**src/column_defs.svh**
```systemverilog
`ifndef COLUMN_DEFS_SVH
`define COLUMN_DEFS_SVH

// squares in one board file
`define COL_SQUARES 8

// move entries held by each square unit
`define SQ_FIFO_DEPTH 4

// collector slots reserved per square link
`define LINK_CREDITS 2

// word slots granted by the consumer after reset
`define OUT_CREDITS 4

`endif
```
**src/move_pkg.sv**
```systemverilog
package move_pkg;

	// top bit of every output word
	localparam logic WORD_MOVE    = 1'b0;
	localparam logic WORD_TRAILER = 1'b1;

	// rows and files are zero based
	typedef struct packed {
		logic       kind;
		logic       capture;
		logic       promote;
		logic       double_step;
		logic [2:0] from_file;
		logic [2:0] from_row;
		logic [2:0] to_file;
		logic [2:0] to_row;
	} move_t;

	// closes the move list of one file
	typedef struct packed {
		logic       kind;
		logic [6:0] count;
		logic [2:0] file;
		logic [4:0] pad;
	} trailer_t;

	// kind bit says which view is live
	typedef union packed {
		move_t    move;
		trailer_t trailer;
	} move_word_u;

endpackage

```
**src/chess_pkg.sv**
```systemverilog
package chess_pkg;

	typedef enum logic {
		WHITE = 1'b0,
		BLACK = 1'b1
	} color_e;

	typedef enum logic [2:0] {
		EMPTY  = 3'd0,
		PAWN   = 3'd1,
		KNIGHT = 3'd2,
		BISHOP = 3'd3,
		ROOK   = 3'd4,
		QUEEN  = 3'd5,
		KING   = 3'd6
	} piece_kind_e;

	// 4-bit square code with color on top
	typedef struct packed {
		color_e      color;
		piece_kind_e kind;
	} piece_t;

	// one board file with row 1 at index 0
	typedef piece_t [7:0] column_t;

endpackage

```
**src/move_link_if.sv**
```systemverilog
`timescale 1ns/1ns

interface move_link_if;
	import move_pkg::*;

	// square to collector
	logic  valid;
	move_t move;
	logic  done;

	// one slot back per pulse
	logic  credit;

	modport square (
		output valid,
		output move,
		output done,
		input  credit
	);

	modport collector (
		input  valid,
		input  move,
		input  done,
		output credit
	);

endinterface

```
**src/column_move_gen.sv**
```systemverilog
`timescale 1ns/1ns
`include "column_defs.svh"

module column_move_gen (
	input  logic                 clk,
	input  logic                 reset,
	input  logic                 start,
	input  chess_pkg::column_t   col_state,
	input  logic [2:0]           xpos,
	input  chess_pkg::color_e    side,
	output logic                 out_valid,
	output move_pkg::move_word_u out_word,
	input  logic                 out_credit,
	output logic                 busy
);
	import chess_pkg::*;

	column_t    column;
	color_e     mover;
	logic [2:0] file_idx;
	logic       go;
	logic       finished;

	// one link per row
	move_link_if link [`COL_SQUARES] ();

	column_loader u_loader (
		.clk       (clk),
		.reset     (reset),
		.start     (start),
		.col_state (col_state),
		.xpos      (xpos),
		.side      (side),
		.finished  (finished),
		.busy      (busy),
		.column    (column),
		.file_idx  (file_idx),
		.mover     (mover),
		.go        (go)
	);

	for (genvar i = 0; i < `COL_SQUARES; i++) begin : g_sq
		square_unit #(
			.ROW (i)
		) u_sq (
			.clk      (clk),
			.reset    (reset),
			.column   (column),
			.file_idx (file_idx),
			.mover    (mover),
			.go       (go),
			.link     (link[i])
		);
	end

	column_collector u_collector (
		.clk        (clk),
		.reset      (reset),
		.go         (go),
		.file_idx   (file_idx),
		.links      (link),
		.out_valid  (out_valid),
		.out_word   (out_word),
		.out_credit (out_credit),
		.finished   (finished)
	);

endmodule

```
**src/column_collector.sv**
```systemverilog
`timescale 1ns/1ns
`include "column_defs.svh"

module column_collector (
	input  logic                 clk,
	input  logic                 reset,
	input  logic                 go,
	input  logic [2:0]           file_idx,
	move_link_if.collector       links [`COL_SQUARES],
	output logic                 out_valid,
	output move_pkg::move_word_u out_word,
	input  logic                 out_credit,
	output logic                 finished
);
	import move_pkg::*;

	localparam int SW  = $clog2(`LINK_CREDITS);
	localparam int SCW = $clog2(`LINK_CREDITS + 1);
	localparam int OCW = $clog2(`OUT_CREDITS + 1);

	typedef enum logic [1:0] {C_IDLE, C_DRAIN, C_TRAILER} coll_e;

	coll_e                   cstate;
	logic [2:0]              cur;
	logic [6:0]              move_cnt;
	logic [OCW-1:0]          out_cred;
	logic                    out_avail;
	logic                    pop;
	logic                    advance;
	logic                    send_trailer;
	trailer_t                trailer;
	logic [`COL_SQUARES-1:0] link_valid;
	logic [`COL_SQUARES-1:0] link_done;
	logic [`COL_SQUARES-1:0] credit_q;
	move_t                   link_move [`COL_SQUARES];
	move_t                   slot_mem [`COL_SQUARES][`LINK_CREDITS];
	logic [SW-1:0]           slot_wp [`COL_SQUARES];
	logic [SW-1:0]           slot_rp [`COL_SQUARES];
	logic [SCW-1:0]          slot_cnt [`COL_SQUARES];

	for (genvar i = 0; i < `COL_SQUARES; i++) begin : g_link
		assign link_valid[i] = links[i].valid;
		assign link_move[i] = links[i].move;
		assign link_done[i] = links[i].done;
		assign links[i].credit = credit_q[i];
	end

	// keep one credit back for the word on the wire
	assign out_avail = out_cred > OCW'(out_valid);
	assign pop = cstate == C_DRAIN && slot_cnt[cur] != '0 && out_avail;
	// a done link has nothing left in flight
	assign advance = cstate == C_DRAIN && slot_cnt[cur] == '0 && link_done[cur];
	assign send_trailer = cstate == C_TRAILER && out_avail;

	always_comb begin
		trailer       = '0;
		trailer.kind  = WORD_TRAILER;
		trailer.count = move_cnt;
		trailer.file  = file_idx;
	end

	always_ff @(posedge clk) begin
		if (reset) begin
			cstate    <= C_IDLE;
			cur       <= '0;
			move_cnt  <= '0;
			out_valid <= 1'b0;
			finished  <= 1'b0;
			credit_q  <= '0;
			out_cred  <= OCW'(`OUT_CREDITS);
			for (int i = 0; i < `COL_SQUARES; i++) begin
				slot_wp[i]  <= '0;
				slot_rp[i]  <= '0;
				slot_cnt[i] <= '0;
			end
		end else begin
			out_valid <= pop || send_trailer;
			finished  <= send_trailer;
			credit_q  <= '0;
			out_cred  <= out_cred - OCW'(out_valid) + OCW'(out_credit);
			for (int i = 0; i < `COL_SQUARES; i++) begin
				if (link_valid[i])
					slot_wp[i] <= slot_wp[i] + 1'b1;
				if (pop && cur == 3'(i))
					slot_rp[i] <= slot_rp[i] + 1'b1;
				slot_cnt[i] <= slot_cnt[i] + SCW'(link_valid[i]) - SCW'(pop && cur == 3'(i));
			end
			if (pop) begin
				credit_q[cur] <= 1'b1;
				move_cnt      <= move_cnt + 7'd1;
			end
			case (cstate)
				C_IDLE: begin
					if (go) begin
						cstate   <= C_DRAIN;
						cur      <= 3'(`COL_SQUARES - 1);
						move_cnt <= '0;
					end
				end
				C_DRAIN: begin
					// row 8 first, row 1 last
					if (advance) begin
						if (cur == 3'd0)
							cstate <= C_TRAILER;
						else
							cur <= cur - 3'd1;
					end
				end
				C_TRAILER: begin
					if (send_trailer)
						cstate <= C_IDLE;
				end
				default: cstate <= C_IDLE;
			endcase
		end
	end

	always_ff @(posedge clk) begin
		for (int i = 0; i < `COL_SQUARES; i++) begin
			if (link_valid[i])
				slot_mem[i][slot_wp[i]] <= link_move[i];
		end
		if (pop)
			out_word.move <= slot_mem[cur][slot_rp[cur]];
		else if (send_trailer)
			out_word.trailer <= trailer;
	end

	a_out_has_credit: assert property (@(posedge clk) disable iff (reset)
		out_valid |-> out_cred != '0);

	a_out_credit_bound: assert property (@(posedge clk) disable iff (reset)
		out_cred <= OCW'(`OUT_CREDITS));

endmodule

```
**src/square_unit.sv**
```systemverilog
`timescale 1ns/1ns
`include "column_defs.svh"

module square_unit #(
	parameter int ROW = 0
) (
	input  logic               clk,
	input  logic               reset,
	input  chess_pkg::column_t column,
	input  logic [2:0]         file_idx,
	input  chess_pkg::color_e  mover,
	input  logic               go,
	move_link_if.square        link
);
	import chess_pkg::*;
	import move_pkg::*;

	localparam int PW = $clog2(`SQ_FIFO_DEPTH);
	localparam int CW = $clog2(`LINK_CREDITS + 1);
	localparam logic [3:0] ROW_UP = 4'(ROW + 1);
	localparam logic [3:0] ROW_DN = 4'(ROW - 1);

	typedef enum logic [1:0] {W_IDLE, W_UP, W_DOWN, W_END} walk_e;

	walk_e         wstate;
	logic [3:0]    tgt;
	logic [2:0]    steps;
	piece_t        me;
	piece_t        tp;
	logic          is_pawn;
	logic          movable;
	logic          goes_up;
	logic          goes_down;
	logic          home;
	logic [2:0]    max_steps;
	logic          walking;
	logic          in_range;
	logic          tgt_empty;
	logic          tgt_enemy;
	logic          emit_want;
	logic          fifo_full;
	logic          stall;
	logic          dir_end;
	logic          wr_en;
	move_t         gen_move;
	move_t         fifo_mem [`SQ_FIFO_DEPTH];
	logic [PW-1:0] wr_ptr;
	logic [PW-1:0] rd_ptr;
	logic [PW:0]   fifo_cnt;
	logic [CW-1:0] credits;

	assign me = column[ROW];
	assign tp = column[tgt[2:0]];
	assign is_pawn = me.kind == PAWN;
	assign movable = me.color == mover &&
		(is_pawn || me.kind == ROOK || me.kind == QUEEN || me.kind == KING);
	// pawns only walk forward
	assign goes_up = movable && !(is_pawn && me.color == BLACK);
	assign goes_down = movable && !(is_pawn && me.color == WHITE);
	assign home = (me.color == WHITE) ? (ROW == 1) : (ROW == 6);

	always_comb begin
		if (is_pawn)
			max_steps = home ? 3'd2 : 3'd1;
		else if (me.kind == KING)
			max_steps = 3'd1;
		else
			max_steps = 3'd7;
	end

	// tgt bit 3 set means off the board
	assign walking = wstate == W_UP || wstate == W_DOWN;
	assign in_range = !tgt[3] && steps < max_steps;
	assign tgt_empty = tp.kind == EMPTY;
	// pawns never take straight ahead
	assign tgt_enemy = !tgt_empty && tp.color != me.color && !is_pawn;
	assign emit_want = walking && in_range && (tgt_empty || tgt_enemy);
	assign fifo_full = fifo_cnt == (PW+1)'(`SQ_FIFO_DEPTH);
	assign stall = emit_want && fifo_full;
	assign wr_en = emit_want && !fifo_full;
	assign dir_end = walking && !stall && (!in_range || !tgt_empty);

	always_comb begin
		gen_move             = '0;
		gen_move.kind        = WORD_MOVE;
		gen_move.capture     = !tgt_empty;
		gen_move.promote     = is_pawn && tgt[2:0] == ((me.color == WHITE) ? 3'd7 : 3'd0);
		gen_move.double_step = is_pawn && steps == 3'd1;
		gen_move.from_file   = file_idx;
		gen_move.from_row    = 3'(ROW);
		gen_move.to_file     = file_idx;
		gen_move.to_row      = tgt[2:0];
	end

	// walker takes the upward pass before the downward one
	always_ff @(posedge clk) begin
		if (reset) begin
			wstate <= W_IDLE;
			tgt    <= '0;
			steps  <= '0;
		end else if (go) begin
			steps <= '0;
			if (goes_up) begin
				wstate <= W_UP;
				tgt    <= ROW_UP;
			end else if (goes_down) begin
				wstate <= W_DOWN;
				tgt    <= ROW_DN;
			end else begin
				wstate <= W_END;
			end
		end else if (dir_end) begin
			steps <= '0;
			if (wstate == W_UP && goes_down) begin
				wstate <= W_DOWN;
				tgt    <= ROW_DN;
			end else begin
				wstate <= W_END;
			end
		end else if (wr_en) begin
			tgt   <= (wstate == W_UP) ? tgt + 4'd1 : tgt - 4'd1;
			steps <= steps + 3'd1;
		end
	end

	always_ff @(posedge clk) begin
		if (wr_en)
			fifo_mem[wr_ptr] <= gen_move;
	end

	// link side of the FIFO
	assign link.valid = fifo_cnt != '0 && credits != '0;
	assign link.move = fifo_mem[rd_ptr];
	assign link.done = wstate == W_END && fifo_cnt == '0;

	always_ff @(posedge clk) begin
		if (reset) begin
			wr_ptr   <= '0;
			rd_ptr   <= '0;
			fifo_cnt <= '0;
			credits  <= '0;
		end else begin
			if (wr_en)
				wr_ptr <= wr_ptr + 1'b1;
			if (link.valid)
				rd_ptr <= rd_ptr + 1'b1;
			fifo_cnt <= fifo_cnt + (PW+1)'(wr_en) - (PW+1)'(link.valid);
			if (go)
				credits <= CW'(`LINK_CREDITS);
			else
				credits <= credits - CW'(link.valid) + CW'(link.credit);
		end
	end

	a_valid_has_credit: assert property (@(posedge clk) disable iff (reset)
		link.valid && credits == CW'(1) && !link.credit |=> !link.valid);

	a_credit_bound: assert property (@(posedge clk) disable iff (reset)
		credits <= CW'(`LINK_CREDITS));

	a_no_write_full: assert property (@(posedge clk) disable iff (reset)
		fifo_cnt <= (PW+1)'(`SQ_FIFO_DEPTH));

endmodule

```
**src/column_loader.sv**
```systemverilog
`timescale 1ns/1ns

module column_loader (
	input  logic               clk,
	input  logic               reset,
	input  logic               start,
	input  chess_pkg::column_t col_state,
	input  logic [2:0]         xpos,
	input  chess_pkg::color_e  side,
	input  logic               finished,
	output logic               busy,
	output chess_pkg::column_t column,
	output logic [2:0]         file_idx,
	output chess_pkg::color_e  mover,
	output logic               go
);

	logic accept;

	// new boards only between runs
	assign accept = start && !busy;

	always_ff @(posedge clk) begin
		if (reset) begin
			busy <= 1'b0;
			go   <= 1'b0;
		end else begin
			go <= accept;
			if (accept) begin
				busy <= 1'b1;
			end else if (finished) begin
				busy <= 1'b0;
			end
		end
	end

	// board held steady for the whole run
	always_ff @(posedge clk) begin
		if (accept) begin
			column   <= col_state;
			file_idx <= xpos;
			mover    <= side;
		end
	end

endmodule

```
**config.mk**
```make
export PLATFORM = sky130hd
export DESIGN_NAME = column_move_gen
export DESIGN_NICKNAME = d
export VERILOG_FILES = /design/src/move_pkg.sv /design/src/chess_pkg.sv /design/src/move_link_if.sv /design/src/column_move_gen.sv /design/src/column_collector.sv /design/src/square_unit.sv /design/src/column_loader.sv
export VERILOG_INCLUDE_DIRS = /design/src /design/src/src
export SDC_FILE = /design/constraint.sdc
export NUM_CORES = 1
export LEC_CHECK = 0
export BUFFER_PORTS_ARGS = -buffer_cell sky130_fd_sc_hd__clkbuf_2
export CORE_UTILIZATION = 35
export CTS_CLUSTER_SIZE = 8
export DETAILED_ROUTE_END_ITERATION = 16
export HOLD_SLACK_MARGIN = 0.05
export PLACE_DENSITY = 0.47
export SETUP_SLACK_MARGIN = 0.05
export SKIP_CTS_REPAIR_TIMING = 1
export SLEW_MARGIN = 20
export SYNTH_ARGS = -nofsm -noshare
export SYNTH_HDL_FRONTEND = slang
export SYNTH_SLANG_ARGS = --single-unit
```
**constraint.sdc**
```tcl
create_clock -name clk -period 7.3 [get_ports clk]
set_input_delay 1.095 -clock clk [delete_from_list [all_inputs] [get_ports clk]]
set_output_delay 1.095 -clock clk [all_outputs]
set_load 0.01 [all_outputs]
```
== Word level (Yosys, flattened, before mapping) ==
Memory sizes are Yosys's and may differ from the RTL's. A register that Yosys moved wholly into a read port is not among the register bits.
Index checks and enable logic that the tools add are counted.

* Add/subtract/negate cells: 108
* $lt $le $gt $ge: 36
* Equality and inequality tests: 126
* Mux-type cells: 306
* Bitwise operators: 42
* Reductions and logical operators: 364

{| class="wikitable"
|+ Operator list
! cell !! count
|-
| $mux W32 || 8
|-
| $mux W4 || 64
|-
| $mux W16 || 13
|-
| $logic_and A1 B1 Y1 || 175
|-
| $demux W16 S1 || 8
|-
| $mux W2 || 62
|-
| $eq A3 B3 Y1 const B || 36
|-
| $mux W1 || 103
|-
| $mux W3 || 33
|-
| $bmux W4 S3 || 8
|-
| $logic_not A1 Y1 || 65
|-
| $eq A3 B1 Y1 const B || 17
|-
| $logic_not A3 Y1 || 17
|-
| $logic_or A1 B1 Y1 || 49
|-
| $reduce_bool A3 Y1 || 16
|-
| $reduce_bool A2 Y1 || 20
|-
| $lt A3 B4 Y1 const B || 9
|-
| $eq A2 B2 Y1 const B || 17
|-
| $add A2 B1 Y2 || 16
|-
| $add A2 B1 Y2 const B || 16
|-
| $add A4 B1 Y4 const B || 8
|-
| $sub A2 B1 Y2 || 16
|-
| $sub A4 B1 Y4 const B || 8
|-
| $add A3 B1 Y3 || 9
|-
| other kinds (32) || 189
|}

* Register bits: 223
* Memory bits (writable): 672
* Input bits: 40
* Output and inout port bits: 18
* Logic and storage cells: 1086
* Memories: 12

{| class="wikitable"
|+ Memories
! name !! words !! width !! rd ports !! clocked after Yosys merged registers in !! wr ports !! RTL line !! RTL
|-
| u_collector.slot_mem || 8 || 32 || 1 || 1 || 8 || column_collector.sv:36 || <nowiki>move_t slot_mem [`COL_SQUARES][`LINK_CREDITS];</nowiki>
|-
| g_sq[0].u_sq.fifo_mem || 4 || 12 || 1 || 1 || 1 || square_unit.sv:46 || <nowiki>move_t fifo_mem [`SQ_FIFO_DEPTH];</nowiki>
|-
| g_sq[1].u_sq.fifo_mem || 4 || 12 || 1 || 1 || 1 || square_unit.sv:46 ||
|-
| g_sq[2].u_sq.fifo_mem || 4 || 12 || 1 || 1 || 1 || square_unit.sv:46 ||
|-
| g_sq[3].u_sq.fifo_mem || 4 || 12 || 1 || 1 || 1 || square_unit.sv:46 ||
|-
| g_sq[4].u_sq.fifo_mem || 4 || 12 || 1 || 1 || 1 || square_unit.sv:46 ||
|-
| +6 memories || n/a || n/a || n/a || n/a || n/a || n/a ||
|}

== Logic depth before layout (Yosys ltp) ==
Gate-level depths: netlist of run 1.

* Depth in word-level cells: 14
* Gate-level depth with buffers: 19
* Depth with buffers taken out: 17

== Modules after synthesis ==
A second synthesis of run 1 with hierarchy kept.

* Cell total of the unflattened synthesis: 2600
* Area total of the unflattened synthesis: 37738.7 µm²

{| class="wikitable"
|+ Modules (own cells, without submodules)
! module !! times used !! cells an instance !! area each (µm²) !! sequential area each (µm²)
|-
| column_collector || 1 || 761 || 13589.3 || 9529.1
|-
| square_unit at g_sq[4].u_sq || 1 || 233 || 2999.1 || 1481.4
|-
| square_unit at g_sq[1].u_sq || 1 || 229 || 2916.5 || 1481.4
|-
| square_unit at g_sq[6].u_sq || 1 || 231 || 2872.8 || 1481.4
|-
| square_unit at g_sq[0].u_sq || 1 || 219 || 2870.3 || 1481.4
|-
| square_unit at g_sq[7].u_sq || 1 || 223 || 2862.7 || 1481.4
|-
| square_unit at g_sq[5].u_sq || 1 || 221 || 2836.5 || 1481.4
|-
| square_unit at g_sq[2].u_sq || 1 || 223 || 2829.0 || 1481.4
|-
| square_unit at g_sq[3].u_sq || 1 || 218 || 2817.7 || 1481.4
|-
| column_loader || 1 || 42 || 1144.8 || 1121.1
|}

== Least setup slack after synthesis of run 1 ==
Ideal clock, no wire load.

* Path type: register to register
* Start point: register u_loader.column[1] (netlist name)
* End point: register g_sq[0].u_sq.fifo_cnt[2]
* Setup time: 0.128 ns
* Arrival time: 4.288 ns
* Data required time: 7.172 ns
* Path slack: 2.884 ns
* Stages on the path, launching flop included: 19
* Path buffers: 2
* Clock period less this slack: 4.416 ns
* Cells stage by stage: edfxtp_1 > or3b_2 > clkbuf_1 > o21ai_0 > ha_1 > a21o_1 > a2111o_1 > or4_1 > o211ai_1 > clkbuf_1 > inv_1 > ha_1 > inv_1 > ha_1 > inv_1 > fa_1 > xor2_1 > xnor2_1 > nor2_1

* Cells in the longest elaborated chain, start to end: 11
* Elaborated cells on any way between the ends: 19
* Those cells by class: add/sub (2); order compare (1); eq/ne (2); mux (4); reduce/logical (10)

{| class="wikitable"
|+ RTL lines
! what !! RTL line !! RTL
|-
| branches (longest 7 deep; another with $lt A3 B3 Y1) || n/a ||
|-
| $logic_and A1 B1 Y1 * || square_unit.sv:77 || <nowiki>assign emit_want = walking && in_range && (tgt_empty || tgt_enemy);</nowiki>
|-
| $logic_and A1 B1 Y1 * || square_unit.sv:80 || <nowiki>assign wr_en = emit_want && !fifo_full;</nowiki>
|-
| $add A3 B1 Y3 * || square_unit.sv:147 || <nowiki>fifo_cnt <= fifo_cnt + (PW+1)'(wr_en) - (PW+1)'(link.valid);</nowiki>
|-
| $sub A3 B1 Y3 * || square_unit.sv:147 ||
|-
| end signal: assignment || square_unit.sv:147 ||
|-
| end: declaration || square_unit.sv:49 || <nowiki>logic [PW:0] fifo_cnt;</nowiki>
|}

Every way passes the cells marked *. The select of a mux whose other input is x is not followed.
A chain may end at the register's enable or synchronous reset.

== Worst setup path in the final report of run 1 ==
* Start point: register u_loader.column[1] (netlist name)
* End point: register g_sq[0].u_sq.fifo_cnt[2]

* Cells in the longest elaborated chain, start to end: 11
* Elaborated cells on any way between the ends: 19
* Those cells by class: add/sub (2); order compare (1); eq/ne (2); mux (4); reduce/logical (10)

{| class="wikitable"
|+ RTL lines
! what !! RTL line
|-
| branches (longest 7 deep; another with $lt A3 B3 Y1) || n/a
|-
| $logic_and A1 B1 Y1 * || square_unit.sv:77
|-
| $logic_and A1 B1 Y1 * || square_unit.sv:80
|-
| $add A3 B1 Y3 * || square_unit.sv:147
|-
| $sub A3 B1 Y3 * || square_unit.sv:147
|}

Marks and branches as above.

==> results.rst, run 1 <==
.. list-table::
   :header-rows: 1

   * - Metric
     - Value
   * - Outcome
     - completed
   * - All-layer global routing usage
     - 0.178
   * - Arrival time of the worst setup path
     - 5250 ps
   * - Clock buffer depth
     - 3
   * - Via count
     - 19300
   * - Post-route clock period utilization
     - 0.646
   * - Setup TNS
     - 0 ps
   * - Chip height
     - 307 microns
   * - Biggest area consumer among synthesized cells
     - edfxtp_1
   * - Detail Route Antenna Nets
     - 0
   * - Internal reg-to-reg setup slack
     - 2580 ps
   * - Main combinational cell family by area after synthesis
     - multiplexers
   * - Area after detailed placement
     - 34300 sq um
   * - Worst reg2reg path endpoint
     - g_sq[0].u_sq.fifo_cnt[2]
   * - Post-route cell area
     - 37300 sq um
   * - Time the final worst path needs with I/O delays and setup
     - 4720 ps
   * - Global-route wire length before repair
     - 124 mm
   * - Met1 layer usage reported by global route
     - 0.248
   * - Max-Cap Viols
     - 0
   * - Area of the placeable core
     - 91900 sq um
   * - Max-slew headroom
     - 0.180
   * - Setup violators final
     - 0
   * - Ratio of cells with drive above 1 in the final layout
     - 0.159
   * - Maximum VDD drop
     - 0.180 mV
   * - Post-detailed-route via-to-cell ratio
     - 5.12
   * - Syn nets
     - 2558
   * - Area growth from synthesis to layout
     - 14.3%
   * - Overflow left after global routing
     - 0
   * - Upper clock frequency limit
     - 0.212 GHz
   * - Synth cell count leaders
     - edfxtp_1, dfxtp_1, nor2_1, ha_1, inv_1
   * - Capturing element type of the critical path
     - flop
   * - Top cells by area in the synthesized netlist
     - edfxtp_1, dfxtp_1, mux4_2
   * - Floorplan die width
     - 307 microns
   * - Portion of synthesized cell area occupied by the leading cell type
     - 0.461
   * - Weighted congestion at the end of routability-driven global placement
     - 0.815
   * - Simple-gate portion of the synthesized area
     - 0.0982
   * - Count of boundary I/O pins
     - 58
   * - CTS Buf Count
     - 101
   * - Setup skew after layout
     - 39.8 ps
   * - Post-synth ARST share
     - 0
   * - Number of cells on the worst hold path
     - 1
   * - Number of synthesized flops with an enable pin
     - 500
   * - Critical path peak fanout
     - 11
   * - Pin count of the biggest net entering global routing
     - 57
   * - RSZ-0062 raised after global routing
     - false
   * - Cell depth of the worst flop-to-flop path
     - 16
   * - CP Buf/Inv Count
     - 3
   * - Data required time at the worst endpoint
     - 7830 ps
   * - Share of the yosys chip area belonging to registers
     - 0.602
   * - First-pass iteration count of the detailed router
     - 5
   * - TritonCTS clock tree
     - built
   * - Layout Nets
     - 2638
   * - Clock latency at the later pin of the worst-skew pair
     - 680 ps
   * - Average size of a mapped cell
     - 13.9 sq um
   * - Number of hold violations in the final report
     - 0
   * - Number of sinks on the clock net
     - 730
   * - Share of the synthesized area in compound gates (AO/OA/AOI/OAI)
     - 0.0578
   * - Synthesized instance count
     - 2348
   * - Fraction of the mapped netlist area in adder cells
     - 0.0692
   * - Startpoint-to-endpoint class of the critical path
     - reg -> reg
   * - Clock root buffer
     - clkbuf_16
   * - Via count of the first global-routing pass
     - 19700
   * - Summed instance area of the synthesized netlist
     - 32600 sq um
   * - Multiplexer share of the synthesized area
     - 0.112
   * - Wire per inst
     - 22.2 microns
   * - Total number of placement rows
     - 111
   * - Worst-margin pin slew
     - 1230 ps
   * - Most common cell in the synthesized netlist
     - edfxtp_1
   * - Crit path cell chain
     - or3b_2 > o21ai_0 > ha_1 > a21o_1 > a2111o_1 > or4_1 > o211ai_1 > inv_1 > ha_1 > inv_1 > ha_1 > inv_1 > fa_1 > xor2_1 > xnor2_1 > nor2_1
   * - Met2 usage
     - 0.286
   * - Slowest stage cell on the critical path
     - or3b_2
   * - Util after Layout
     - 0.405
   * - Worst hold path class
     - reg -> reg
   * - DRT Wirelength
     - 83.2 mm
   * - Count of pins over their slew limit
     - 0
   * - Power density of the placed cells
     - 383 nW/um^2
   * - Post-CTS clock slew at the launch and capture registers of the worst setup and hold paths
     - 50 ps
   * - Estimated wirelength of the detail-placed design
     - 58.0 mm
   * - FF+latch count, synth
     - 730
   * - Hold EP
     - u_loader.busy
   * - Origin of the worst min-delay path
     - u_collector.finished
   * - P_leak
     - 13.4 nW
   * - Primary flip-flop cell chosen by synthesis mapping
     - edfxtp_1
   * - Number of distinct library cell variants in the gate-level netlist after synthesis
     - 84
   * - DRC errors left
     - 0
   * - Initial core utilization
     - 0.355
   * - Iteration-0 DRC count of the detailed router
     - 1149
   * - Most Used Layer, Global Route
     - met2
   * - Beginning of the worst register-to-register path
     - u_loader.column[1]
   * - CTS H-tree lvls
     - 3
   * - Count of filler cells inserted in the layout
     - 8611
   * - Share of the synthesized netlist area taken by xor and xnor gates
     - 0.0309
   * - Cell family with most CP delay
     - compound AO/OA/AOI/OAI gates
   * - Crit start category
     - flop
   * - Number of buffer cells added on primary ports
     - 57
   * - Critical path depth in cells
     - 16
   * - Die Footprint
     - 94400 sq um
   * - Initial antenna violation count
     - 4
   * - Met3 track demand over resource
     - 0.0221
   * - Total number of yosys warnings
     - 0
   * - Delay of the slowest cell on the worst path
     - 580 ps
per-stage QoR:
stage | instances | setup WS [ps] | hold WS, ps | power, mW
3_3_place_gp | 3567 | 2680 | 405 | 9.87
2_1_floorplan | 2348 | 2880 | 394 | 8.65
6_report | 3758 | 2580 | 406 | 14.3
4_1_cts | 3756 | 2590 | 411 | 14.5
5_1_grt | 3757 | 2260 | 446 | 15.1
3_5_place_dp | 3567 | 2580 | 404 | 10.0
cell families (layout without fill, tap and decap cells):
logic type	Yosys count	count (layout)
AND/OR/NAND/NOR	620	620
flip-flops	730	730
buffers and inverters	260	426
XOR/XNOR	115	115
adder cells (fa/ha/maj)	170	170
multiplexers	185	185
other	0	1
AO/OA/AOI/OAI	268	268
placed cells by master (no fill, tap or decap), drive strengths merged, types with 31 or more instances in the layout:
master  count
nand2     118
clkbuf    239
nor2      170
mux2i      33
ha        153
and2       45
inv       157
xor2       49
o21ai      40
a21oi      62
nor3       64
or2        37
edfxtp    500
mux4      141
dfxtp     230
a211oi     40
nor3b      31
xnor2      66
nor2b      39
sequential cells by signal, indices dropped and copies added (netlist names), 16 cells and up, named ones only:
register / flops
g_sq.u_sq.credits: 16
g_sq.u_sq.fifo_cnt: 24
g_sq.u_sq.fifo_mem: 288
g_sq.u_sq.rd_ptr: 16
g_sq.u_sq.steps: 24
g_sq.u_sq.tgt: 32
g_sq.u_sq.wr_ptr: 16
g_sq.u_sq.wstate: 16
u_collector.out_word: 16
u_collector.slot_cnt: 16
u_collector.slot_mem: 168
u_loader.column: 32
power breakdown:
| part | switching (mW) | total (mW) | internal [mW] |
|---|---|---|---|
| logic | 2.19 | 3.80 | 1.60 |
| clock network | 1.76 | 4.38 | 2.63 |
| registers | 0.634 | 6.10 | 5.46 |
layout make-up:
type / instances / area [sq um] / share of cell area
clock buffers: 183 / 2870 / 0.0769
multi-input cells: 1358 / 12000 / 0.323
diodes: 1 / 2.50 / 0.0000672
repair buffers: 83 / 507 / 0.0136
flip-flops and latches: 730 / 19600 / 0.527
well taps: 1243 / 1560 / 0.0417
clock inverters: 6 / 92.6 / 0.00248
inverters: 154 / 578 / 0.0155
metal layers:
metal / up-vias / share of wire
met5: - / 0
met4: 0 / 0.024
met3: 118 / 0.045
met2: 489 / 0.47
met1: 9752 / 0.46
li1: 8896 / -
worst max path at each step:
stage | startpoint | endpoint | slack [ps]
after global routing | u_loader.column[17] | g_sq[4].u_sq.fifo_cnt[2] | 2260
after global placement | u_loader.column[1] | g_sq[0].u_sq.fifo_cnt[2] | 2680
after detailed placement | u_loader.column[1] | g_sq[0].u_sq.fifo_cnt[2] | 2580
final | u_loader.column[1] | g_sq[0].u_sq.fifo_cnt[2] | 2580
after CTS | u_loader.column[1] | g_sq[0].u_sq.fifo_cnt[2] | 2590
after floorplan | u_loader.column[1] | g_sq[0].u_sq.fifo_cnt[2] | 2880
Power figures use the tool's default switching activity.
==> inputs of run 2 (changes only) <==
--- a/config.mk
+++ b/config.mk
@@ -11,7 +11,7 @@
 export CTS_CLUSTER_SIZE = 8
 export DETAILED_ROUTE_END_ITERATION = 16
 export HOLD_SLACK_MARGIN = 0.05
-export PLACE_DENSITY = 0.47
+export PLACE_DENSITY = 0.49
 export SETUP_SLACK_MARGIN = 0.05
 export SKIP_CTS_REPAIR_TIMING = 1
 export SLEW_MARGIN = 20
==> constraint.sdc (replaced) <==
create_clock -name clk -period 4.3 [get_ports clk]
set_input_delay 0.645 -clock clk [delete_from_list [all_inputs] [get_ports clk]]
set_output_delay 0.645 -clock clk [all_outputs]
set_load 0.01 [all_outputs]
==> results.rst, run 2 (synthesis results as in run 1) <==
.. list-table::
   :header-rows: 1

   * - Metric
     - Value
   * - Outcome
     - completed
   * - Internal reg-to-reg setup slack
     - 290 ps (-2300 ps)
   * - Number of placed cells counting well taps
     - 3623 (+1.6%)
   * - Clock power frac
     - 0.306 (about the same)
   * - Crit path cell chain
     - or3b_2 > o21ai_2 > ha_1 > a21o_1 > a2111o_1 > or4_1 > o211ai_1 > inv_1 > ha_1 > inv_1 > ha_1 > inv_1 > fa_1 > xor2_1 > xnor2_1 > nor2_1
   * - Cell depth of the worst flop-to-flop path
     - 16 (unchanged)
   * - Layout Nets
     - 2693 (+2.1%)
   * - Count of filler cells inserted in the layout
     - 8607 (-0.046%)
   * - Count of boundary I/O pins
     - 58 (unchanged)
   * - Switch Pwr
     - 7.77 mW (+70%)
   * - Inserted Diodes
     - 0 (-1)
   * - Post-detailed-route via-to-cell ratio
     - 5.09 (-0.69%)
   * - DRC errors left
     - 0 (unchanged)
   * - Pin count of the biggest net entering global routing
     - 66 (+16%)
   * - Total number of placement rows
     - 111 (unchanged)
   * - Crit start category
     - flop
   * - Number of buffer cells added on primary ports
     - 57 (unchanged)
   * - All-layer global routing usage
     - 0.177 (-0.000809)
   * - Number of hold violations in the final report
     - 0 (unchanged)
   * - Arrival time of the worst setup path
     - 4540 ps (-710 ps)
   * - Cell-internal power
     - 16.6 mW (+72%)
   * - Startpoint of the most critical setup path
     - u_loader.column[1]
   * - Iteration-0 DRC count of the detailed router
     - 1296 (+13%)
   * - CTS H-tree lvls
     - 3 (unchanged)
   * - P_leak
     - 13.7 nW (+2.1%)
   * - Area of the placeable core
     - 91900 sq um (unchanged)
   * - Critical path peak fanout
     - 4 (-7)
   * - Max-slew headroom
     - 0.222 (+0.0423)
   * - Beginning of the worst register-to-register path
     - u_loader.column[1]
   * - Biggest register
     - g_sq.u_sq.fifo_mem
   * - Floorplan die width
     - 307 microns (unchanged)
   * - Global-route wire length before repair
     - 125 mm (+0.41%)
   * - Data required time at the worst endpoint
     - 4830 ps (-3000 ps)
   * - Clock root buffer
     - clkbuf_16
   * - Worst-margin pin slew
     - 1140 ps (-88.3 ps)
   * - Overflow left after global routing
     - 0 (unchanged)
   * - Detail Route Antenna Nets
     - 0 (unchanged)
   * - Clock buffer depth
     - 3 (unchanged)
   * - Most common cell after layout, fill and taps aside
     - edfxtp_1
   * - Max FFs per register
     - 288 (unchanged)
   * - Clock latency at the later pin of the worst-skew pair
     - 670 ps (about the same)
   * - Die Footprint
     - 94400 sq um (unchanged)
   * - Setup skew after layout
     - 19.1 ps (-20.7 ps)
   * - Wire per inst
     - 21.7 microns (-2.1%)
   * - CTS Buf Count
     - 101 (unchanged)
   * - Worst hold path class
     - in -> reg
   * - Area growth from synthesis to layout
     - 15.6%
   * - Max-Cap Viols
     - 0 (unchanged)
   * - First-pass iteration count of the detailed router
     - 5 (unchanged)
   * - Estimated wirelength of the detail-placed design
     - 58.6 mm (+1.0%)
   * - Weighted congestion at the end of routability-driven global placement
     - 0.832 (+2.2%)
   * - Post-route clock period utilization
     - 0.934 (+0.288)
   * - Routed met3 length
     - 3.36 mm (-10%)
   * - M1 wire length
     - 38.7 mm (+0.59%)
   * - Delay of the slowest cell on the worst path
     - 510 ps (-70 ps)
   * - Seq pwr share
     - 0.418 (-0.009)
   * - Via count
     - 19400 (+0.68%)
   * - RSZ-0062 raised after global routing
     - true
   * - Share of total power in combinational logic
     - 0.276 (+0.010)
   * - Initial antenna violation count
     - 5 (+1)
   * - Met2 routed wirelength
     - 38.7 mm (-0.85%)
   * - Maximum VDD drop
     - 0.291 mV (+61%)
   * - Top routing layer used
     - met5
   * - Time the final worst path needs with I/O delays and setup
     - 4010 ps (-702 ps)
   * - Setup violators final
     - 0 (unchanged)
   * - Via count of the first global-routing pass
     - 20000 (+1.6%)
   * - Upper clock frequency limit
     - 0.249 GHz (+17%)
   * - Sw Share
     - 0.319 (-0.00242)
   * - Total power
     - 24.4 mW (+71%)
   * - Setup TNS
     - 0 ps (unchanged)
   * - TritonCTS clock tree
     - built
   * - Count of pins over their slew limit
     - 0 (unchanged)
   * - Most frequent cells in the layout
     - edfxtp_1, dfxtp_1, nor2_1
   * - Non-filler cells, final
     - 3810 (+1.4%)
   * - Chip height
     - 307 microns (unchanged)
   * - DRT Wirelength
     - 82.7 mm (-0.71%)
   * - Setup crit end
     - g_sq[0].u_sq.fifo_cnt[2]
   * - Startpoint-to-endpoint class of the critical path
     - reg -> reg
   * - Power density of the placed cells
     - 648 nW/um^2 (+69%)
   * - Initial core utilization
     - 0.355 (unchanged)
   * - Number of sinks on the clock net
     - 730 (unchanged)
   * - Post-CTS clock slew at the launch and capture registers of the worst setup and hold paths
     - 50 ps (about the same)
   * - Ratio of cells with drive above 1 in the final layout
     - 0.178 (+0.0185)
   * - Worst reg2reg path endpoint
     - g_sq[0].u_sq.fifo_cnt[2]
   * - Slowest stage cell on the critical path
     - or4_1
   * - Capturing element type of the critical path
     - flop
==> run 2: worst min-delay path by stage <==
stage / from / end / slack [ps] / cells past startpoint
floorplan: u_collector.finished / u_loader.busy / 390 / 1
global placement: u_collector.finished / u_loader.busy / 410 / 1
detailed placement: u_collector.finished / u_loader.busy / 400 / 1
CTS: xpos[1] / u_loader.file_idx[1] / 100 / 1
global route: col_state[28] / u_loader.column[28] / 130 / 1
finish: col_state[31] / u_loader.column[31] / 150 / 1
==> run 2: power groups by stage <==
stage / clock network (mW) / registers, mW / logic, mW
2_1_floorplan: 0 / 9.88 / 4.81
3_3_place_gp: 0 / 10.3 / 6.63
3_5_place_dp: 0 / 10.4 / 6.81
4_1_cts: 7.67 / 10.2 / 6.85
5_1_grt: 7.95 / 10.4 / 7.48
6_report: 7.46 / 10.2 / 6.75
==> run 2: layer usage <==
metal	track usage	vias up
li1	-	8977
met1	0.247	9882
met2	0.286	403
met3	0.0242	122
met4	0.0543	2
met5	0	-
==> run 2: final cells by class <==
cell class              instances  area (sq um)  area share
flip-flops and latches        730         19600       0.521
multi-input cells            1358         12000       0.319
clock buffers                 180          2870      0.0761
well taps                    1243          1560      0.0413
repair buffers                138           925      0.0245
inverters                     154           578      0.0153
clock inverters                 7           106     0.00282
==> run 2: critical path, delay by kind of cell (launching register included) <==
kind / cells / cell delay (ps)
flip-flops: 1 / 370
AND/OR/NAND/NOR: 3 / 1060
adder cells (fa/ha/maj): 4 / 1080
XOR/XNOR: 2 / 310
buffers and inverters: 3 / 210
AO/OA/AOI/OAI: 4 / 840
==> run 2: per-stage QoR <==
stage / hold WS (ps) / utilization / instance area [sq um] / setup WS [ps]
finish: 155 / 0.410 / 37700 / 285
global route: 133 / 0.410 / 37700 / 47.3
CTS: 103 / 0.410 / 37700 / 191
detailed placement: 401 / 0.377 / 34700 / 213
global placement: 408 / 0.377 / 34700 / 194
floorplan: 394 / - / 32600 / 61.7
